<file path="src/rtl/pipe_pkg.sv">
package pipe_pkg;

	////////////////////////////////////////
	// Sizes

	localparam int NUM_CH     = 4;                 // DAQ channels
	localparam int SAMPLE_W   = 96;                // One channel word
	localparam int GROUP_W    = 2 * SAMPLE_W;      // Two channels per group
	localparam int PDEPTH_W   = 9;
	localparam int OCC_W      = 10;
	localparam int FIFO_AW    = 9;
	localparam int FIFO_DEPTH = 1 << FIFO_AW;      // 512 entries

	////////////////////////////////////////
	// Latency

	localparam int RE_SYNC_STAGES = 3;             // Read-enable delay chain
	localparam int OUT_REGS       = 2;             // FIFO read reg plus group reg

	// Cycles beyond pdepth from input word to group output
	localparam int PIPE_LAT = RE_SYNC_STAGES + OUT_REGS;

	////////////////////////////////////////
	// Types

	typedef logic [SAMPLE_W-1:0] sample_t;
	typedef logic [GROUP_W-1:0]  group_t;          // Channel 1 in upper half
	typedef logic [PDEPTH_W-1:0] pdepth_t;
	typedef logic [OCC_W-1:0]    occ_t;
	typedef logic [FIFO_AW-1:0]  fifo_addr_t;

	typedef enum logic [1:0] {
		ST_IDLE,                                   // Wait for first restart
		ST_CLEAR,                                  // One cycle, FIFO flushed
		ST_FILL,                                   // Write only
		ST_RUN                                     // Write and read
	} start_state_t;

endpackage

</file>
<file path="src/rtl/pipe_restart_ctrl.sv">
`timescale 1ns/1ps

module pipe_restart_ctrl (
	input  logic                        CLK160,
	input  logic                        trst,
	input  logic                        restart_req_i,
	input  logic [pipe_pkg::NUM_CH-1:0] chan_run_i,
	output logic                        restart_o,
	output logic                        restart_ack_o
);

	typedef enum logic {
		HS_IDLE,                                   // Ack low, waiting for request
		HS_WAIT                                    // Restart issued
	} hs_state_t;

	hs_state_t state;
	logic      all_run;

	assign all_run = &chan_run_i;

	// HS_IDLE is only entered with the request low, so a request seen there is a new edge
	always_ff @(posedge CLK160 or posedge trst) begin
		if (trst) begin
			state         <= HS_IDLE;
			restart_o     <= 1'b0;
			restart_ack_o <= 1'b0;
		end else begin
			case (state)
				HS_IDLE: begin
					restart_ack_o <= 1'b0;
					restart_o     <= restart_req_i;    // One pulse per request
					if (restart_req_i)
						state <= HS_WAIT;
				end
				HS_WAIT: begin
					restart_o <= 1'b0;
					// Run flags still show the old run while the pulse is out
					restart_ack_o <= restart_req_i & all_run & ~restart_o;
					if (!restart_req_i)
						state <= HS_IDLE;
				end
				default: begin
					state         <= HS_IDLE;
					restart_o     <= 1'b0;
					restart_ack_o <= 1'b0;
				end
			endcase
		end
	end

endmodule

</file>
<file path="config.mk">
export PLATFORM = sky130hd
export DESIGN_NAME = pipe_restart_ctrl
export DESIGN_NICKNAME = d
export VERILOG_FILES = /design/src/rtl/pipe_pkg.sv /design/src/rtl/pipe_restart_ctrl.sv
export SDC_FILE = /design/constraint.sdc
export NUM_CORES = 1
export LEC_CHECK = 0
export BUFFER_PORTS_ARGS = -buffer_cell sky130_fd_sc_hd__buf_2
export CORE_AREA = 2 2 39 41
export CTS_CLUSTER_DIAMETER = 30
export CTS_CLUSTER_SIZE = 16
export DETAILED_ROUTE_END_ITERATION = 8
export DIE_AREA = 0 0 41 43
export GPL_TIMING_DRIVEN = 1
export PLACE_DENSITY = 0.3
export SLEW_MARGIN = 20
export SYNTH_ARGS = -nofsm -noshare
export SYNTH_HDL_FRONTEND = slang
export SYNTH_SLANG_ARGS = --single-unit
</file>
<file path="constraint.sdc">
create_clock -name CLK160 -period 0.8 [get_ports CLK160]
set_input_delay 0.08 -clock CLK160 [delete_from_list [all_inputs] [get_ports CLK160]]
set_output_delay 0.08 -clock CLK160 [all_outputs]
set_load 0.1 [all_outputs]
</file>
==> results of run 1 <==
-- routing by layer --
metal / GRT usage (%) / routed length (um) / up-vias
met2: 3.44 / 83 / 9
met5: 0 / 0 / -
met1: 6.47 / 152 / 40
li1: - / - / 53
met4: 4.00 / 0 / 0
met3: 3.14 / 56 / 0
-- flip-flops by register name, indices dropped and copies added, names as in the netlist --
| register | flops |
|---|---|
| restart_ack_o | 1 |
| state | 1 |
| restart_o | 1 |
-- placed cells by master (no fill, tap or decap) --
cell type	Yosys	layout
nor2_1	1	1
clkbuf_1	0	1
nor2b_1	1	1
dfrtp_4	0	1
dlygate4sd3_1	0	2
nand4b_1	1	1
nand3_1	1	1
dfrtp_1	3	2
buf_12	0	2
buf_2	0	6
inv_1	1	1
clkbuf_4	0	3
-- per-stage QoR --
stage          std cells  util (%)
2_1_floorplan          8         -
3_3_place_gp          32      14.2
3_5_place_dp          32      14.2
4_1_cts               38      17.5
5_1_grt               38      17.5
6_report              38      17.5
-- logic make-up (layout without fill, tap and decap cells) --
| kind of cell | after synthesis | in the layout | share of synthesized area, % |
|---|---|---|---|
| flops | 3 | 3 | 73.2 |
| buf+inv | 1 | 15 | 3.66 |
| simple gates | 4 | 4 | 23.2 |
-- area by class of cell --
cell class / count / area (um2)
Clock buffer: 4 / 26.3
Fill cell: 155 / 1140
Inverter: 1 / 3.75
Multi-Input combinational cell: 4 / 23.8
Sequential cell: 3 / 78.8
Tap cell: 16 / 20.0
Timing Repair Buffer: 10 / 90.1
-- how the worst min path moves through the flow --
stage                             start  cells past startpoint  slack (ns)             to
after global placement             trst                      2       -0.05  restart_ack_o
final                     chan_run_i[1]                      3        0.08  restart_ack_o
after CTS                 chan_run_i[1]                      3        0.07  restart_ack_o
after global routing      chan_run_i[1]                      3        0.09  restart_ack_o
after detailed placement           trst                      2       -0.04          state
after floorplan                    trst                      1       -0.17  restart_ack_o
-- what timing repair did --
action	4_1_cts	5_1_grt
buffers inserted	0	0
endpoints found under the setup margin	3	3
endpoints found under the hold margin	4	0
hold buffers	2	0
-- power by group through the flow --
stage / logic, uW / registers [uW] / clock network [uW]
global placement: 58.8 / 166 / 0
detailed placement: 59.5 / 166 / 0
floorplan: 7.33 / 187 / 0
finish: 66.3 / 164 / 267
global route: 71.9 / 165 / 291
CTS: 66.8 / 164 / 282
==> out/qor.yml, run 1 <==
status:
  status: "complete, but fails checks"
  violations: "setup timing"
clock_tree:
  root_buffer: "clkbuf_4"
  numCtsBuffers: 3
  cts_sinks: 3
  clkLatencyLatePin_ns: 0.23
  cts.reportedPaths.clkPinSlew_ns: 0.04
  htree_levels: 1
  clockBufferDepth: 2
  cts_tree: "done"
  cts_resized: 0
placement:
  place_area_um2: 196
  preCtsSetupSlack_ns: -0.0179
  portBuffers: 8
  place_congestion: 0.553
route:
  drt_pass1_iterations: 2
  drc_errors: 0
  viasPerCell: 2.68
  drtIter0Drc: 4
  wl_per_cell_um: 7.68
  drt-total-wl_um: 292
  via_count: 102
  antenna_left: 0
setup_path:
  path_cells: "buf_12"
  crit_slowest_cell: "dfrtp_4"
  endpoint: "restart_o"
  crit_buf_inv: 1
  cp-start-kind: "flip-flop"
  rr_worst_depth: 2
  cp.required_ns: 0.72
  path_delay_family: "flip-flops"
  end_kind: "output port"
  cp.depth: 1
  reg2reg_slack_ns: -0.03
  worstSetupPathType: "reg -> out"
  critPathLaunch: "restart_o"
  r2r_start: "restart_o"
  slowest_delay_ns: 0.48
  r2r_end: "restart_ack_o"
  crit_arrival_ns: 0.88
  critPathMaxFanout: 2
timing:
  fin_skew_ns: 0.00216
  tightest_slew_ns: 0.123
  fin_tns_setup_ns: -0.261
  final-setup-viol-count: 3
  rsz0062_at_grt: "yes"
  slew_violations: 0
  period_needed_ns: 0.962
  layout_setup_ws_ns: -0.162
  max_freq_mhz: 1040
  slew_headroom_pct: 91.8
  hold_violations: 0
  fin_crit_sh_pct: 120
  holdWs_ns: 0.0774
grt:
  grt-ovfl-total: 0
  track_usage_pct: 4.33
  grt_pass1_vias: 112
  grt_max_degree: 4
  grt_antenna_before_repair: 0
  grt_pass1_wl_um: 448
synthesis:
  ys.flop_type: "dfrtp_1"
  synth_area_per_cell_um2: 12.8
  synth_edf_count: 0
  ys_ff_latch: 3
  ys_seq_area_share_pct: 73.2
  yosysMostFrequentCell: "dfrtp_1"
  netlist_top_cells_area: "dfrtp_1 73%, nand4b_1 8.5%, nor2b_1 6.1%"
  ys_warn_count: 0
  syn-num-nets: 15
  async_flop_share_pct: 100
  syn_inst: 8
  synth_cell_type_count: 6
  syn-cell-area_um2: 103
  yosys.area.top_type: "dfrtp_1"
  synth_top_area_share_pct: 73.2
final_layout:
  antenna_cells: 0
  drive_above_1_share_pct: 54.5
  final_nets: 30
  area_delta_synth_final_pct: 137
  design_area_um2: 243
floorplan:
  core_um2: 1380
  rows: 14
  ios: 9
  initial_core_util_pct: 7.41
  fp.dieH_um: 43
  die-width_um: 41
  dieArea_um2: 1760
pwr:
  power_switching_uw: 119
  clkPwrFrac_pct: 53.7
  seqPwrFrac_pct: 33.0
  internal_power_uw: 379
  p_per_area_nw_per_um2: 2050
  cellLeakagePower_uw: 0.000111
  sw_frac_of_total_pct: 23.9
  worst_ir_drop_vdd_mv: 0.561
  power_frac_comb_pct: 13.3
  total_power_uw: 498
job:
  maxCapViolCount: 0
min_path:
  hold_class: "in -> reg"
Power figures use the tool's default switching activity.
==> run 2, diff against run 1 <==
--- a/config.mk
+++ b/config.mk
@@ -13,7 +13,8 @@
 export DIE_AREA = 0 0 41 43
 export GPL_TIMING_DRIVEN = 1
 export PLACE_DENSITY = 0.3
-export SLEW_MARGIN = 20
+export SETUP_SLACK_MARGIN = 0.15
+export SLEW_MARGIN = 10
 export SYNTH_ARGS = -nofsm -noshare
 export SYNTH_HDL_FRONTEND = slang
 export SYNTH_SLANG_ARGS = --single-unit
==> out/qor.yml, run 2 (same netlist as run 1, synthesis figures left out) <==
timing:
  slew_violations: 0  # unchanged
  hold_violations: 0  # unchanged
  fin_skew_ns: 0.00217  # was 0.00216 ns
  holdWs_ns: 0.0773  # was 0.0774 ns
  layout_setup_ws_ns: -0.162  # about the same
  rsz0062_at_grt: "yes"  # unchanged
  period_needed_ns: 0.962  # about the same
  slew_headroom_pct: 91.8  # unchanged
  final-setup-viol-count: 3  # unchanged
  max_freq_mhz: 1040  # about the same
  fin_crit_sh_pct: 120  # about the same
  tightest_slew_ns: 0.123  # unchanged
floorplan:
  dieArea_um2: 1760  # unchanged
  initial_core_util_pct: 7.41  # unchanged
  core_um2: 1380  # unchanged
  die-width_um: 41  # unchanged
  rows: 14  # unchanged
  fp.dieH_um: 43  # unchanged
  ios: 9  # unchanged
clock_tree:
  clkLatencyLatePin_ns: 0.23  # about the same
  cts_sinks: 3  # unchanged
  cts.reportedPaths.clkPinSlew_ns: 0.04  # about the same
  cts_resized: 0  # unchanged
  numCtsBuffers: 3  # unchanged
  htree_levels: 1  # unchanged
  root_buffer: "clkbuf_4"  # unchanged
  post_cts_buffers: 0  # unchanged
  clockBufferDepth: 2  # unchanged
  cts_tree: "done"  # unchanged
route:
  via_count: 102  # unchanged
  drt-total-wl_um: 293  # was 292 um
  drc_errors: 0  # unchanged
  viasPerCell: 2.68  # unchanged
  wl_per_cell_um: 7.71  # was 7.68 um
  antenna_left: 0  # unchanged
  drt_pass1_iterations: 2  # unchanged
  drtIter0Drc: 4  # unchanged
grt:
  grt_max_degree: 4  # unchanged
  busiest_layer: "met1"  # unchanged
  track_usage_pct: 4.33  # unchanged
  grt_pass1_wl_um: 455  # was 448 um
  grt_antenna_before_repair: 0  # unchanged
  met2_usage_pct: 3.75  # was 3.44%
  grt_pass1_vias: 118  # was 112
  grt_util_met1_pct: 6.15  # was 6.47%
  met3_usage_pct: 3.14  # unchanged
  grt-ovfl-total: 0  # unchanged
pwr:
  worst_ir_drop_vdd_mv: 0.557  # was 0.561 mV
  cellLeakagePower_uw: 0.000111  # unchanged
  p_per_area_nw_per_um2: 2050  # about the same
  total_power_uw: 497  # was 498 uW
setup_path:
  end_kind: "output port"  # unchanged
  crit_slowest_cell: "dfrtp_4"  # unchanged
  critPathMaxFanout: 2  # unchanged
  slowest_delay_ns: 0.48  # about the same
  cp.required_ns: 0.72  # about the same
  crit_buf_inv: 1  # unchanged
  path_delay_family: "flip-flops"  # unchanged
  path_cells: "buf_12"  # unchanged
  worstSetupPathType: "reg -> out"  # unchanged
  cp-start-kind: "flip-flop"  # unchanged
  crit_arrival_ns: 0.88  # about the same
final_layout:
  final_cell_mix: "6 x buf_2, 3 x clkbuf_4, 2 x dlygate4sd3_1, 2 x buf_12, 2 x dfrtp_1"  # unchanged
  final_nets: 30  # unchanged
  nFillCells: 155  # unchanged
  ff_latch_area_um2: 78.8  # unchanged
  multi_input_area_um2: 23.8  # unchanged
  final_common_cell: "buf_2"  # unchanged
  area_delta_synth_final_pct: 137  # unchanged
  reg_top3: "restart_ack_o: 1 flops, restart_o: 1 flops, state: 1 flops"  # unchanged
  antenna_cells: 0  # unchanged
  drive_above_1_share_pct: 54.5  # unchanged
  design_area_um2: 243  # unchanged
placement:
  place_congestion: 0.553  # unchanged
  portBuffers: 8  # unchanged
  place_area_um2: 196  # unchanged
status:
  violations: "setup timing"  # unchanged
  status: "complete, but fails checks"  # unchanged
job:
  maxCapViolCount: 0  # unchanged
min_path:
  hold_class: "in -> reg"  # unchanged
## run 2: worst paths after layout
path | slack (ns) | startpoint | depth (start not counted) | endpoint
max | -0.16 | restart_o | 1 | restart_o
min in group asynchronous | 0.26 | trst | 3 | restart_o
max in group asynchronous | 0.39 | trst | 3 | restart_o
max reg2reg | -0.03 | restart_o | 2 | restart_ack_o
min reg2reg | 0.43 | state | 1 | restart_o
min | 0.08 | chan_run_i[1] | 3 | restart_ack_o
## run 2: layout make-up
type	instances	area share, %
clock buffer	4	10.8
sequential	3	32.5
multi-input combinational	4	9.79
tap	16	8.25
timing repair buffer	10	37.1
inverter	1	1.55
## run 2: where the power goes
| part | internal [uW] | switching, uW |
|---|---|---|
| registers | 160 | 4.34 |
| clock network | 187 | 80.1 |
| logic | 31.8 | 34.4 |
## run 2: timing repair
| item | 4_1_cts | 5_1_grt |
|---|---|---|
| endpoints found under the hold margin | 4 | 0 |
| endpoints found under the setup margin | 3 | 3 |
| hold buffers | 2 | 0 |
## run 2: through the flow
step	utilization (%)	instances	TNS (ns)	worst slack, ns
2_1_floorplan	-	8	-0.323	-0.163
3_3_place_gp	14.2	32	-0.00000272	-0.00000272
3_5_place_dp	14.2	32	-0.0179	-0.0179
4_1_cts	17.5	38	-0.292	-0.175
5_1_grt	17.5	38	-0.373	-0.184
6_report	17.5	38	-0.261	-0.162
## run 2: per-layer routing
metal / wire, um / share of wire [%] / vias to the layer above
met4: 0 / 0 / 0
li1: - / - / 54
met3: 58 / 20 / 0
met5: 0 / 0 / -
met1: 152 / 52 / 39
met2: 83 / 28 / 9
==> run 3, diff against run 2 <==
--- a/config.mk
+++ b/config.mk
@@ -5,6 +5,7 @@
 export SDC_FILE = /design/constraint.sdc
 export NUM_CORES = 1
 export LEC_CHECK = 0
+export ABC_AREA = 1
 export BUFFER_PORTS_ARGS = -buffer_cell sky130_fd_sc_hd__buf_2
 export CORE_AREA = 2 2 39 41
 export CTS_CLUSTER_DIAMETER = 30
==> out/qor.yml, run 3 <==
status:
  status: "complete, but fails checks"  # unchanged
  violations: "setup timing"  # unchanged
pwr:
  p_per_area_nw_per_um2: 1920  # was 2050 nW/um2
  power_frac_comb_pct: 15.0  # was 13.3%
  worst_ir_drop_vdd_mv: 0.502  # was 0.557 mV
  sw_frac_of_total_pct: 23.8  # was 23.9%
  cellLeakagePower_uw: 0.000132  # was 0.000111 uW
  total_power_uw: 502  # was 497 uW
  clkPwrFrac_pct: 52.3  # was 53.7%
  power_switching_uw: 120  # was 119 uW
  internal_power_uw: 382  # was 379 uW
  seqPwrFrac_pct: 32.7  # was 33.0%
setup_path:
  critPathLaunch: "restart_o"  # unchanged
  crit_buf_inv: 1  # unchanged
  critPathMaxFanout: 2  # unchanged
  cp-start-kind: "flip-flop"  # unchanged
  worstSetupPathType: "reg -> out"  # unchanged
  end_kind: "output port"  # unchanged
  reg2reg_slack_ns: -0.09  # was -0.03 ns
  crit_arrival_ns: 0.88  # about the same
  cp.required_ns: 0.72  # about the same
  crit_slowest_cell: "dfrtp_4"  # unchanged
  r2r_start: "restart_o"  # unchanged
  slowest_delay_ns: 0.48  # about the same
  path_delay_family: "flip-flops"  # unchanged
  path_cells: "buf_12"  # unchanged
floorplan:
  die-width_um: 41  # unchanged
  dieArea_um2: 1760  # unchanged
  initial_core_util_pct: 7.96  # was 7.41%
  rows: 14  # unchanged
  ios: 9  # unchanged
  core_um2: 1380  # unchanged
  fp.dieH_um: 43  # unchanged
final_layout:
  final_nets: 35  # was 30
  area_delta_synth_final_pct: 137  # about the same
  drive_above_1_share_pct: 55.6  # was 54.5%
  multi_input_area_um2: 26.3  # was 23.8 um2
  final_common_cell: "buf_2"  # unchanged
  final_cell_mix: "6 x buf_2, 3 x inv_1, 3 x clkbuf_4"  # was 6 x buf_2, 3 x clkbuf_4, 2 x dlygate4sd3_1, 2 x buf_12, 2 x dfrtp_1
  antenna_cells: 0  # unchanged
  ff_latch_area_um2: 80.1  # was 78.8 um2
  nFillCells: 155  # unchanged
  reg_top3: "restart_ack_o: 1 flops, restart_o: 1 flops, state: 1 flops"  # unchanged
synthesis:
  yosys.area.top_type: "dfrtp_1"  # unchanged
  yosys-top-cells-count: "3 x dfrtp_1, 3 x inv_1, 3 x nor2_1"
  ys_seq_area_share_pct: 68.2  # was 73.2%
  syn-cell-area_um2: 110  # was 103 um2
  syn_inst: 12  # was 8
  async_flop_share_pct: 100  # unchanged
  ys.flop_type: "dfrtp_1"  # unchanged
  syn-num-nets: 19  # was 15
  synth_top_area_share_pct: 68.2  # was 73.2%
  synth_area_per_cell_um2: 9.18  # was 12.8 um2
  ys_warn_count: 0  # unchanged
  netlist_top_cells_area: "dfrtp_1 68%, inv_1 10%, nor2_1 10%"  # was dfrtp_1 73%, nand4b_1 8.5%, nor2b_1 6.1%
  ys_ff_latch: 3  # unchanged
  synth_edf_count: 0  # unchanged
  synth_cell_type_count: 5  # was 6
grt:
  grt_pass1_wl_um: 476  # was 455 um
  grt_max_degree: 4  # unchanged
  grt_antenna_before_repair: 0  # unchanged
  grt_pass1_vias: 118  # unchanged
  track_usage_pct: 5.13  # was 4.33%
  grt-ovfl-total: 0  # unchanged
timing:
  fin_skew_ns: 0.00263  # was 0.00217 ns
  final-setup-viol-count: 3  # unchanged
  period_needed_ns: 0.963  # was 0.962 ns
  rsz0062_at_grt: "yes"  # unchanged
  slew_violations: 0  # unchanged
  fin_crit_sh_pct: 120  # about the same
  fin_tns_setup_ns: -0.333  # was -0.261 ns
  layout_setup_ws_ns: -0.163  # was -0.162 ns
  max_freq_mhz: 1040  # about the same
  hold_violations: 0  # unchanged
  tightest_slew_ns: 0.121  # was 0.123 ns
  slew_headroom_pct: 91.9  # was 91.8%
min_path:
  worstHoldStart: "chan_run_i[3]"  # was chan_run_i[1]
  hold_class: "in -> reg"  # unchanged
clock_tree:
  clockBufferDepth: 2  # unchanged
  clkLatencyLatePin_ns: 0.23  # about the same
  numCtsBuffers: 3  # unchanged
  cts_tree: "done"  # unchanged
  root_buffer: "clkbuf_4"  # unchanged
  cts_sinks: 3  # unchanged
  cts.reportedPaths.clkPinSlew_ns: 0.04  # about the same
  htree_levels: 1  # unchanged
route:
  antenna_left: 0  # unchanged
  drtIter0Drc: 2  # was 4
  viasPerCell: 2.88  # was 2.68
  drt-total-wl_um: 313  # was 293 um
  drt_pass1_iterations: 2  # unchanged
  wl_per_cell_um: 7.28  # was 7.71 um
  drc_errors: 0  # unchanged
  via_count: 124  # was 102
placement:
  portBuffers: 8  # unchanged
  place_congestion: 0.600  # was 0.553
job:
  maxCapViolCount: 0  # unchanged
## run 3: cell count changes after synthesis, sizes merged
cell | before | now
nand2 | 0 | 2
nor2b | 1 | 0
inv | 1 | 3
nand4b | 1 | 0
nor2 | 1 | 3
## run 3: area by class of cell
class,count,area share (%)
Inverter,3,4.31
Sequential cell,3,30.6
Multi-Input combinational cell,6,10.0
Tap cell,16,7.66
Clock buffer,4,10.0
Timing Repair Buffer,11,37.3
## run 3: final timing paths
check	to	cells past startpoint
worst max-delay path	restart_o	1
worst min-delay path	restart_ack_o	3
worst max register to register	restart_ack_o	4
worst min register to register	restart_o	1
max in group asynchronous	restart_o	3
min in group asynchronous	restart_o	3
## run 3: cells by family after synthesis
kind of cell           Yosys count  share of synthesized area (%)
DFF                              3                           68.2
buffers and inverters            3                           10.2
and+or+nand+nor                  6                           21.6
## run 3: per-stage QoR
stage                     setup slack, ns  hold WS, ns  util [%]  std cells  area (um2)
after detailed placement           0.0147      -0.0458      14.8         36         205
after global routing               -0.179       0.0977      18.9         43         262
after global placement             0.0429      -0.0524      14.8         36         205
after floorplan                    -0.114       -0.166         -         12         115
final                              -0.163       0.0900      18.9         43         262
after CTS                          -0.176       0.0823      18.2         42         251
## run 3: power by group through the flow
stage | clock, uW | combinational [uW] | sequential, uW
2_1_floorplan | 0 | 10.2 | 187
3_3_place_gp | 0 | 60.8 | 166
3_5_place_dp | 0 | 62.6 | 166
4_1_cts | 277 | 70.1 | 164
5_1_grt | 287 | 81.8 | 165
6_report | 263 | 75.1 | 164
## run 3: tightest hold or removal path, delay by kind of cell
kind	cells	cell delay, ns
simple gates	2	0.11
buf+inv	1	0.09
## run 3: routing by layer
layer | track usage [%] | routed length (um) | up-vias
met5 | 0 | 0 | -
met4 | 6.00 | 0 | 0
met3 | 7.33 | 68 | 0
met2 | 4.06 | 122 | 9
met1 | 4.85 | 123 | 51
li1 | - | - | 64
## run 3: timing repair
| item | 4_1_cts | 5_1_grt |
|---|---|---|
| hold endpoints to repair | 4 | 0 |
| gates resized for setup | 0 | 1 |
| gates cloned | 0 | 0 |
| hold buffers | 2 | 0 |
| endpoints found under the setup margin | 3 | 3 |
| setup buffers | 0 | 1 |
| pin swaps | 2 | 2 |
